File: src/common/isaPkg.sv
package isaPkg;

  typedef logic [15:0] parcelT;

  // Long form with its main opcode in the low byte of the first parcel.
  typedef struct packed {
    logic [23:0] fields;
    logic [7:0]  opcode;
  } longFormT;

  // One-parcel short form with a 6-bit sub-opcode.
  typedef struct packed {
    logic [25:0] fields;
    logic [5:0]  subOpcode;
  } shortFormT;

  // First two parcels of an instruction with parcel 0 in the low half.
  typedef union packed {
    longFormT  longForm;
    shortFormT shortForm;
  } instrWordT;

  // Bit 0 means the first parcel is not the last and bit 1 means the same for the second.
  typedef logic [1:0] formT;

  typedef struct packed {
    logic jump;
    logic indir;
    logic alu;
    logic shift;
    logic mul;
    logic load;
    logic store;
    logic fpu;
    logic sys;
  } instrClassT;

  // Long-form main opcodes.
  localparam logic [7:0] OpAluMulLast      = 8'd39;
  localparam logic [7:0] OpShiftFirst      = 8'd40;
  localparam logic [7:0] OpShiftLast       = 8'd45;
  localparam logic [7:0] OpCmpFirst        = 8'd46;
  localparam logic [7:0] OpCmpLast         = 8'd53;
  localparam logic [7:0] OpBaseLsFirst     = 8'd64;
  localparam logic [7:0] OpBaseLsLast      = 8'd127;
  localparam logic [7:0] OpIndexLsFirst    = 8'd128;
  localparam logic [7:0] OpIndexLsLast     = 8'd159;
  localparam logic [7:0] OpCondJumpFirst   = 8'd160;
  localparam logic [7:0] OpCondJumpLast    = 8'd175;
  localparam logic [7:0] OpJump            = 8'd181;
  localparam logic [7:0] OpIndirJump       = 8'd182;
  localparam logic [7:0] OpFpuScalar       = 8'hF0;
  localparam logic [7:0] OpSystem          = 8'hFF;

  // Bit 2 of the basic ALU block selects multiply.
  localparam int AluMulSelectBit = 2;

  // Short-form sub-opcodes.
  localparam logic [5:0] SubAluLast        = 6'd19;
  localparam logic [5:0] SubShiftLast      = 6'd31;
  localparam logic [5:0] SubJumpFirst      = 6'd48;
  localparam logic [5:0] SubJumpLast       = 6'd51;
  localparam logic [5:0] SubFpuFirst       = 6'd52;

endpackage
File: src/common/bundlePkg.sv
package bundlePkg;

  import isaPkg::*;

  localparam int ParcelCount = 15;

  typedef logic [3:0] offsetT;

  // Parcels sit in the low bits and the end bits above them.
  typedef struct packed {
    offsetT                  startOffset;
    logic [ParcelCount-1:0]  endBits;
    parcelT [ParcelCount-1:0] parcels;
  } bundleT;

  // Length in parcels where 3 also stands for anything longer.
  typedef struct packed {
    instrWordT  word;
    offsetT     offset;
    logic [1:0] length;
    instrClassT instrClass;
    logic       lastInBundle;
  } itemT;

  // Items are packed from index 0 in program order.
  typedef struct packed {
    logic                   truncated;
    logic [3:0]             count;
    itemT [ParcelCount-1:0] items;
  } decodedBundleT;

endpackage

File: src/itemSerializer.sv
module itemSerializer import bundlePkg::*; (
  input  logic          clk,
  input  logic          reset,
  input  logic          headValid,
  input  decodedBundleT head,
  output logic          headReady,
  output logic          outValid,
  output itemT          outItem,
  output logic          outTruncated,
  input  logic          outReady
);

  logic [3:0] itemIndex;
  logic       transfer;

  assign outValid = headValid;
  assign outItem  = head.items[itemIndex];

  // Truncation is reported once with the bundle's final item.
  assign outTruncated = head.truncated && outItem.lastInBundle;

  assign transfer  = outValid && outReady;
  assign headReady = transfer && outItem.lastInBundle;

  always_ff @(posedge clk) begin
    if (reset) begin
      itemIndex <= '0;
    end else if (headReady) begin
      itemIndex <= '0;
    end else if (transfer) begin
      itemIndex <= itemIndex + 4'd1;
    end
  end

endmodule

File: config.mk
export PLATFORM = sky130hd
export DESIGN_NAME = itemSerializer
export DESIGN_NICKNAME = d
export VERILOG_FILES = /design/src/common/isaPkg.sv /design/src/common/bundlePkg.sv /design/src/itemSerializer.sv
export SDC_FILE = /design/constraint.sdc
export NUM_CORES = 1
export LEC_CHECK = 0
export BUFFER_PORTS_ARGS = -buffer_cell sky130_fd_sc_hd__buf_2
export CAP_MARGIN = 5
export CORE_AREA = 3 3 304 306
export CTS_CLUSTER_DIAMETER = 150
export DETAILED_ROUTE_END_ITERATION = 10
export DIE_AREA = 0 0 307 309
export HOLD_SLACK_MARGIN = 0.12
export PLACE_DENSITY_LB_ADDON = 0.15
export SYNTH_ARGS = -nofsm -noshare
export SYNTH_HDL_FRONTEND = slang
export SYNTH_SLANG_ARGS = --single-unit
File: constraint.sdc
create_clock -name clk -period 2.45 [get_ports clk]
set_input_delay 0.3675 -clock clk [delete_from_list [all_inputs] [get_ports clk]]
set_output_delay 0.3675 -clock clk [all_outputs]
set_load 0.01 [all_outputs]
==> results.md <==
* Outcome: finished with violations
* Failing checks: negative setup slack
* Area of the multi-input gates at 5613 µm²
* Place WS at -9.242 ps
* Seq/Total Area, Yosys at 0.01298
* Pwr/cell area at 155.7 nW/µm²
* Total of max-cap violations at 0
* Max incr delay on CP at 650 ps
* Area grow syn2layout at 98.97%
* Core ar. at 89,870 µm²
* Largest area contributor in the netlist: mux4_2
* Fin crit period at 2660 ps
* Most Crowded Layer GR: met2
* Max FO, Critical Path at 8
* Avg Cell Area, Syn at 15.73 µm²
* Pins over their slew limit at 0
* Yosys Warn Count at 0
* Worst EP arrival at 2290 ps
* Period utilization at 1.086
* Post-Syn Instances at 392
* Netlist cell types at 32
* Worst VDD drop at 83.76 µV
* Final WL at 49,070 µm
* Met1 Use GR at 0.1095
* Max reg flops at 4
* Worst-Skew Late Latency at 230 ps
* Slew HR at 0.7899
* Num rows at 110
* GP Congestion at 0.8734
* Routed Antenna Nets at 0
* CTS root buffer: clkbuf_16
* DP HPWL at 44,050 µm
* Syn_nets at 1,122
* WL per Instance at 20.69 µm
* Delay-heaviest family, CP: multiplexers
* Routed vias at 7,924
* Final worst setup slack at -210.2 ps
* Starting Density at 0.06862
* DR iter-0 viols at 414
* Antenna violations before repair at 13
* First-pass GRT wire length at 66,250 µm
* Area contributors post-synth: mux4_2, mux4_1, mux2i_1
* Setup Viol. Count Final at 47
* Final Cell Area at 12,270 µm²
* Global Route met2 Usage at 0.1812
* Pin count of the biggest net entering global routing at 27
* Die Height at 309 µm
* Hold Slack at 367.1 ps
* Clock Skew at 0.7593 ps
* Pwr Total at 1911 µW
* Worst slew pin tran at 315.2 ps
* Tightest Hold Check Type: input port to flip-flop
* Routed vias/inst at 3.341
* Detailed Routing Iterations Pass 1 at 4
* Clock tree buffer depth at 2
* Lkg Pwr at 0.005029 µW
* # port buffers at 775
* Final-report hold violation count at 0
* WP buf/inv at 3
* Met3 global-route usage at 0.02198
* Largest Register: itemIndex
* Critical path type: flip-flop to output port
* Final nets at 1,921
* CTS tree: built
* Crit. End Element: output port
* Full die area at 94,860 µm²
* Sequential cell area at 95.09 µm²
* CP dominant cell by count: mux4_2
* Top-area cell type share of the netlist area at 0.4784
* Vias in the first global route at 9,116
* CP max stage cell: mux4_2
* TritonCTS Buffers at 3
* Synth Cell Area at 6167 µm²
* DP Area at 11,870 µm²
* Worst EP required at 2080 ps
* RSZ-0062 raised after global routing: true
* Clock-pin slew on the worst setup and hold paths at 30 ps
* Total GRT Usage at 0.09537
* Post-Layout Cell Count at 2,372
* Remaining DRCs at 0
* Crit path launch type: flip-flop
* H-tree level count at 1
* Achievable Freq at 375.9 MHz
* Share of cells above drive strength 1 at 0.8595
* Clock sinks at 4
* Synth Register Bits at 4
* DIE WIDTH at 307 µm
* Largest regs: itemIndex (4)
* Overflow after GRT at 0
* CP Cell Sequence: buf_4 -> buf_12 -> mux4_2 -> mux4_2 -> buf_6
* Io pins at 780
* Dpl cells at 2,347
* Fill cell count at 10,271
==> through the flow <==
step | TNS [ps] | util
after floorplan | 0 | -
after global placement | 0 | 0.1321
after detailed placement | -9.242 | 0.1321
after CTS | -7292 | 0.1350
after global routing | -9224 | 0.1365
final | -6272 | 0.1365
==> logic make-up (layout without fill, tap and decap cells) <==
logic type / after synthesis / after routing / share of synthesized area
multiplexers: 240 / 240 / 0.8113
flip-flops: 4 / 4 / 0.01298
AO/OA/AOI/OAI: 60 / 60 / 0.08318
AND/OR/NAND/NOR: 22 / 22 / 0.01968
adder cells (fa/ha/maj): 1 / 1 / 0.002028
other: 0 / 7 / 0
buffers and inverters: 65 / 862 / 0.07081
==> timing repair <==
action / in CTS / in global routing
buffers inserted: 7 / 6
pin swaps: 0 / 3
endpoints found under the setup margin: 49 / 49
cloned: 2 / 1
hold buffers: 0 / 0
gates resized for setup: 46 / 18
==> placed cells by master (no fill, tap or decap), types with 3 or more instances in the layout <==
cell type and count:
buf_12 25, buf_2 757, buf_4 44, buf_6 28, clkbuf_16 4, dfxtp_4 4, diode_2 7, mux2i_1 48
mux4_1 40, mux4_2 150, nand2_1 4, nand2b_1 3, nor2_1 4, nor2b_1 4, o2bb2ai_1 47
==> layout make-up <==
| class | count | area share |
|---|---|---|
| diodes | 7 | 0.001428 |
| multi-input cells | 323 | 0.4574 |
| clock buffers | 3 | 0.006118 |
| flip-flops and latches | 4 | 0.007750 |
| repair buffers | 856 | 0.4064 |
| inverters | 3 | 0.0009177 |
| well taps | 1176 | 0.1199 |
==> final timing paths <==
kind	slack, ps	cells past startpoint	startpoint	to
worst max-delay path	-210	5	itemIndex[0]	outItem[45]
worst min-delay path	370	2	reset	itemIndex[0]
worst max register to register	530	5	itemIndex[1]	itemIndex[1]
worst min register to register	580	2	itemIndex[2]	itemIndex[2]
==> report_power, final <==
part / internal, µW / switching [µW] / total [µW]
registers: 63.0 / 2.72 / 65.7
clock network: 209 / 49.2 / 258
logic: 982 / 605 / 1590
total: 1250 / 657 / 1910
==> metal layers <==
layer	routed length, µm	share of wire
met5	37	0.00075
met1	18190	0.37
met3	3876	0.079
met4	680	0.014
met2	26290	0.54
==> synthesized netlist by cell type, drive strengths merged <==
cell type,instances
o2bb2ai,48
o21bai,2
and2,2
nand3b,1
o21ai,1
mux2i,48
nand2,4
clkbuf,27
o221ai,2
nor3b,2
o22ai,1
nand2b,3
o41ai,1
a21oi,2
nor2b,4
mux2,2
mux4,190
a41oi,1
o2111ai,1
inv,3
ha,1
nand4b,1
a22oi,1
buf,35
dfxtp,4
nor2,5
Power figures use the tool's default switching activity.
