### config.mk
export PLATFORM = sky130hd
export DESIGN_NAME = itemQueue
export DESIGN_NICKNAME = d
export VERILOG_FILES = /design/src/common/isaPkg.sv /design/src/common/bundlePkg.sv /design/src/itemQueue.sv
export SDC_FILE = /design/constraint.sdc
export NUM_CORES = 2
export LEC_CHECK = 0
export ABC_AREA = 1
export BUFFER_PORTS_ARGS = -buffer_cell sky130_fd_sc_hd__buf_2
export CORE_AREA = 2 2 569 571
export CTS_BUF_LIST = sky130_fd_sc_hd__clkbuf_2
export CTS_CLUSTER_SIZE = 28
export DETAILED_ROUTE_END_ITERATION = 8
export DIE_AREA = 0 0 571 573
export MAX_ROUTING_LAYER = met4
export PLACE_DENSITY = 0.55
export SLEW_MARGIN = 25
export SYNTH_ARGS = -nofsm -noshare
export SYNTH_HDL_FRONTEND = slang
export SYNTH_SLANG_ARGS = --single-unit
### constraint.sdc
create_clock -name clk -period 133.9 [get_ports clk]
set_clock_uncertainty 0.2 [all_clocks]
set_input_delay 33.475 -clock clk [delete_from_list [all_inputs] [get_ports clk]]
set_output_delay 33.475 -clock clk [all_outputs]
set_load 0.01 [all_outputs]
### src/common/isaPkg.sv
package isaPkg;

  typedef logic [15:0] parcelT;

  // Long form with its main opcode in the low byte of the first parcel.
  typedef struct packed {
    logic [23:0] fields;
    logic [7:0]  opcode;
  } longFormT;

  // One-parcel short form with a 6-bit sub-opcode.
  typedef struct packed {
    logic [25:0] fields;
    logic [5:0]  subOpcode;
  } shortFormT;

  // First two parcels of an instruction with parcel 0 in the low half.
  typedef union packed {
    longFormT  longForm;
    shortFormT shortForm;
  } instrWordT;

  // Bit 0 means the first parcel is not the last and bit 1 means the same for the second.
  typedef logic [1:0] formT;

  typedef struct packed {
    logic jump;
    logic indir;
    logic alu;
    logic shift;
    logic mul;
    logic load;
    logic store;
    logic fpu;
    logic sys;
  } instrClassT;

  // Long-form main opcodes.
  localparam logic [7:0] OpAluMulLast      = 8'd39;
  localparam logic [7:0] OpShiftFirst      = 8'd40;
  localparam logic [7:0] OpShiftLast       = 8'd45;
  localparam logic [7:0] OpCmpFirst        = 8'd46;
  localparam logic [7:0] OpCmpLast         = 8'd53;
  localparam logic [7:0] OpBaseLsFirst     = 8'd64;
  localparam logic [7:0] OpBaseLsLast      = 8'd127;
  localparam logic [7:0] OpIndexLsFirst    = 8'd128;
  localparam logic [7:0] OpIndexLsLast     = 8'd159;
  localparam logic [7:0] OpCondJumpFirst   = 8'd160;
  localparam logic [7:0] OpCondJumpLast    = 8'd175;
  localparam logic [7:0] OpJump            = 8'd181;
  localparam logic [7:0] OpIndirJump       = 8'd182;
  localparam logic [7:0] OpFpuScalar       = 8'hF0;
  localparam logic [7:0] OpSystem          = 8'hFF;

  // Bit 2 of the basic ALU block selects multiply.
  localparam int AluMulSelectBit = 2;

  // Short-form sub-opcodes.
  localparam logic [5:0] SubAluLast        = 6'd19;
  localparam logic [5:0] SubShiftLast      = 6'd31;
  localparam logic [5:0] SubJumpFirst      = 6'd48;
  localparam logic [5:0] SubJumpLast       = 6'd51;
  localparam logic [5:0] SubFpuFirst       = 6'd52;

endpackage
### src/common/bundlePkg.sv
package bundlePkg;

  import isaPkg::*;

  localparam int ParcelCount = 15;

  typedef logic [3:0] offsetT;

  // Parcels sit in the low bits and the end bits above them.
  typedef struct packed {
    offsetT                  startOffset;
    logic [ParcelCount-1:0]  endBits;
    parcelT [ParcelCount-1:0] parcels;
  } bundleT;

  // Length in parcels where 3 also stands for anything longer.
  typedef struct packed {
    instrWordT  word;
    offsetT     offset;
    logic [1:0] length;
    instrClassT instrClass;
    logic       lastInBundle;
  } itemT;

  // Items are packed from index 0 in program order.
  typedef struct packed {
    logic                   truncated;
    logic [3:0]             count;
    itemT [ParcelCount-1:0] items;
  } decodedBundleT;

endpackage

### src/itemQueue.sv
module itemQueue import bundlePkg::*; #(
  parameter int Depth = 4
) (
  input  logic          clk,
  input  logic          reset,
  input  logic          sliceValid,
  input  decodedBundleT slice,
  output logic          sliceReady,
  output logic          headValid,
  output decodedBundleT head,
  input  logic          headReady
);

  localparam int PtrWidth   = $clog2(Depth);
  localparam int CountWidth = $clog2(Depth + 1);

  decodedBundleT mem [Depth];

  logic [PtrWidth-1:0]   rdPtr;
  logic [PtrWidth-1:0]   wrPtr;
  logic [CountWidth-1:0] count;
  logic                  full;
  logic                  doWrite;
  logic                  doRead;

  // Wrap explicitly so any depth works.
  function automatic logic [PtrWidth-1:0] nextPtr(input logic [PtrWidth-1:0] ptr);
    return (ptr == PtrWidth'(Depth - 1)) ? '0 : ptr + 1'b1;
  endfunction

  assign full       = count == CountWidth'(Depth);
  assign sliceReady = !full || headReady;
  assign headValid  = count != '0;
  assign head       = mem[rdPtr];

  assign doWrite = sliceValid && sliceReady;
  assign doRead  = headValid && headReady;

  always_ff @(posedge clk) begin
    if (reset) begin
      rdPtr <= '0;
      wrPtr <= '0;
      count <= '0;
    end else begin
      if (doWrite) begin
        wrPtr <= nextPtr(wrPtr);
      end
      if (doRead) begin
        rdPtr <= nextPtr(rdPtr);
      end
      count <= count + CountWidth'(doWrite) - CountWidth'(doRead);
    end
  end

  always_ff @(posedge clk) begin
    if (doWrite) begin
      mem[wrPtr] <= slice;
    end
  end

endmodule

==> results.ini <==
[status]
outcome=finished, final reports clean

[cts]
clkLatencyLatePin_ps=2010
clk_pin_slew_ps=90
cts_buffer_depth=4
numCtsBuffers=721
cts_sinks=2909
ctsRootBufferMaster=clkbuf_2
cts_tree=built
hold_buffers=0
htreeDepth=6
post_cts_resized=0
post_cts_buffers=0

[yosys]
synthMuxAreaShare=0
seq_area_frac_synth=0.8153
synth_area_per_cell_sq_um=15.13
synth_warnings=0
synth-xor-area-share=0
synth-compound-area-share=0.1103
synth_simple_gate_area_frac=0.05222
synthesis.nets=7813
ys_types=21
postSynthCellCount=7076
synth_top_family_by_area=compound AO/OA/AOI/OAI gates
ys_ff_latch=2909
syn_area_sq_um=107000
synthAdderAreaFrac=0.001005

[global_routing]
grt_max_degree=209
track_usage=0.1971
grt_pass1_wl_um=462200
grt_pass1_vias=67230
grt-ovfl-total=0
antenna_found_initial=273

[layout]
synthToLayoutAreaGrowth_pct=16.99
layout_common_cells=2900 x edfxtp_1, 1465 x nor2_1, 1455 x buf_2
fin_cells=13880
drive_gt1_frac=0.2837
mostFrequentLayoutCell=edfxtp_1
fin_nets=9611

[power]
ir_drop_mv=0.01177
p_per_area_nw_per_um2=18.63
cellLeakagePower_uw=0.04373

[worst_setup_path]
required_ps=100220
path_cells=buf_2 -> nor2_1 -> nand2_1 -> buf_2
cpMaxStageDelayCell=buf_2
crit_arrival_ps=34010
r2r_slack_ps=126360
start_kind=input port
endpoint_kind=primary output
ff2ff_path_depth=12
cpMostUsedCell=buf_2
slowest_delay_ps=170
r2r_start=count[1]
setup.worst_path.class=input port to primary output
cp_max_fo=4
reg2reg_to=mem[3][201]

[sta]
fin_crit_sh=0.5055
final.setup.worst_slack_ps=66220
hold_slack_ps=324.4
worstMarginPinSlew_ps=1261
grt_setup_unrepaired=no
max_freq_mhz=14.77
setup_tns_ps=0
relSlewSlack=0.1592
post-route-min-period_ps=67680
hold_violations=0
setup_viol=0
slew_violations=0

[job]
drv_cap=0

[routing]
drtPass1Iterations=5
via_per_inst=4.984
drt_iter0_markers=5390
ant_nets=0
totalWireLength_um=327800
via_count=69160
avgRoutedWirePerCell_um=23.62
drc=0

[place]
gp_congestion=0.8628
dp_cells=12460
dpl_worst_slack_ps=66220
portBuffers=1455
hpwl_um=207000

[worst_hold_path]
holdCritStartpoint=rdPtr[1]
whs_path_depth=2
hp-class=flop to flop

[die]
dieArea_sq_um=327200
pin_count=1456
core_area_sq_um=320400
fp.dieW_um=571
initial_core_util=0.3341
fp-row-count=208
die_h_um=573

## state kept, by name, indices dropped and copies added, names as in the netlist, named ones only
name,flops
mem,2900
count,3
rdPtr,2
wrPtr,2
## through the flow
stage,instance area (sq um),total power (uW),utilization
2_1_floorplan,107000,1545,-
3_3_place_gp,118400,1776,0.3696
3_5_place_dp,118400,1788,0.3697
4_1_cts,124700,2359,0.3892
5_1_grt,125100,2456,0.3906
6_report,125200,2333,0.3909
## worst max-delay path: cells and delay by family
kind / cells / cell delay, ps
simple gates: 2 / 230
buf+inv: 2 / 310
## cells by family (layout without fill, tap and decap cells)
family / count (synthesis) / in the layout
buffers and inverters: 496 / 2792
and+or+nand+nor: 1486 / 1486
DFF: 2909 / 2909
adders and majority gates: 8 / 8
other: 0 / 200
AOI/OAI and AO/OA: 2177 / 2177
## final cells by class
| class | instances | area, sq um |
|---|---|---|
| diodes | 200 | 500.5 |
| flip-flops and latches | 2909 | 87270 |
| well taps | 4305 | 5386 |
| inverters | 14 | 76.32 |
| repair buffers | 1557 | 8209 |
| clock buffers | 1022 | 5115 |
| clock inverters | 199 | 1136 |
| fillers | 30320 | 195100 |
| multi-input cells | 3671 | 17530 |
## per-layer routing
layer | GRT usage | wire length, um
met1 | 0.2177 | 121900
met2 | 0.3088 | 156000
met3 | 0.08771 | 38000
met4 | 0.08105 | 11910
met5 | - | 0
## cells in the mapped netlist
| cell type | number | share of area |
|---|---|---|
| inv_1 | 12 | 0.00042 |
| edfxtp_1 | 2900 | 0.81 |
| dfxtp_1 | 9 | 0.0017 |
| o21ai_0 | 1441 | 0.067 |
| inv_4 | 1 | 0.000058 |
| o22ai_1 | 725 | 0.042 |
| a21boi_0 | 1 | 0.000070 |
| buf_6 | 13 | 0.0014 |
| nand3_1 | 1 | 0.000047 |
| buf_4 | 5 | 0.00035 |
| fa_1 | 1 | 0.00019 |
| ha_1 | 7 | 0.00082 |
| inv_2 | 1 | 0.000035 |
| nor2_1 | 1469 | 0.052 |
| a21oi_1 | 1 | 0.000047 |
| clkbuf_1 | 231 | 0.0081 |
| buf_2 | 233 | 0.011 |
| nand2_1 | 13 | 0.00046 |
| o21ai_1 | 9 | 0.00042 |
| or2_2 | 1 | 0.000058 |
| nand3b_1 | 2 | 0.00014 |
## power by group
part	switching [uW]	total, uW	internal [uW]	leakage, uW
Clock	354	569	215	0.00476
Sequential	15.8	1090	1080	0.0267
Combinational	488	670	182	0.0123
## worst max-delay path by stage
stage          startpoint         end  slack, ps  depth (start not counted)
3_5_place_dp    headReady  sliceReady      66220                          4
3_3_place_gp    headReady  sliceReady      66180                          4
4_1_cts         headReady  sliceReady      66220                          4
5_1_grt         headReady  sliceReady      66180                          4
2_1_floorplan   headReady  sliceReady      66550                          2
6_report        headReady  sliceReady      66220                          4
No activity file was read; power rests on OpenSTA's default activity.
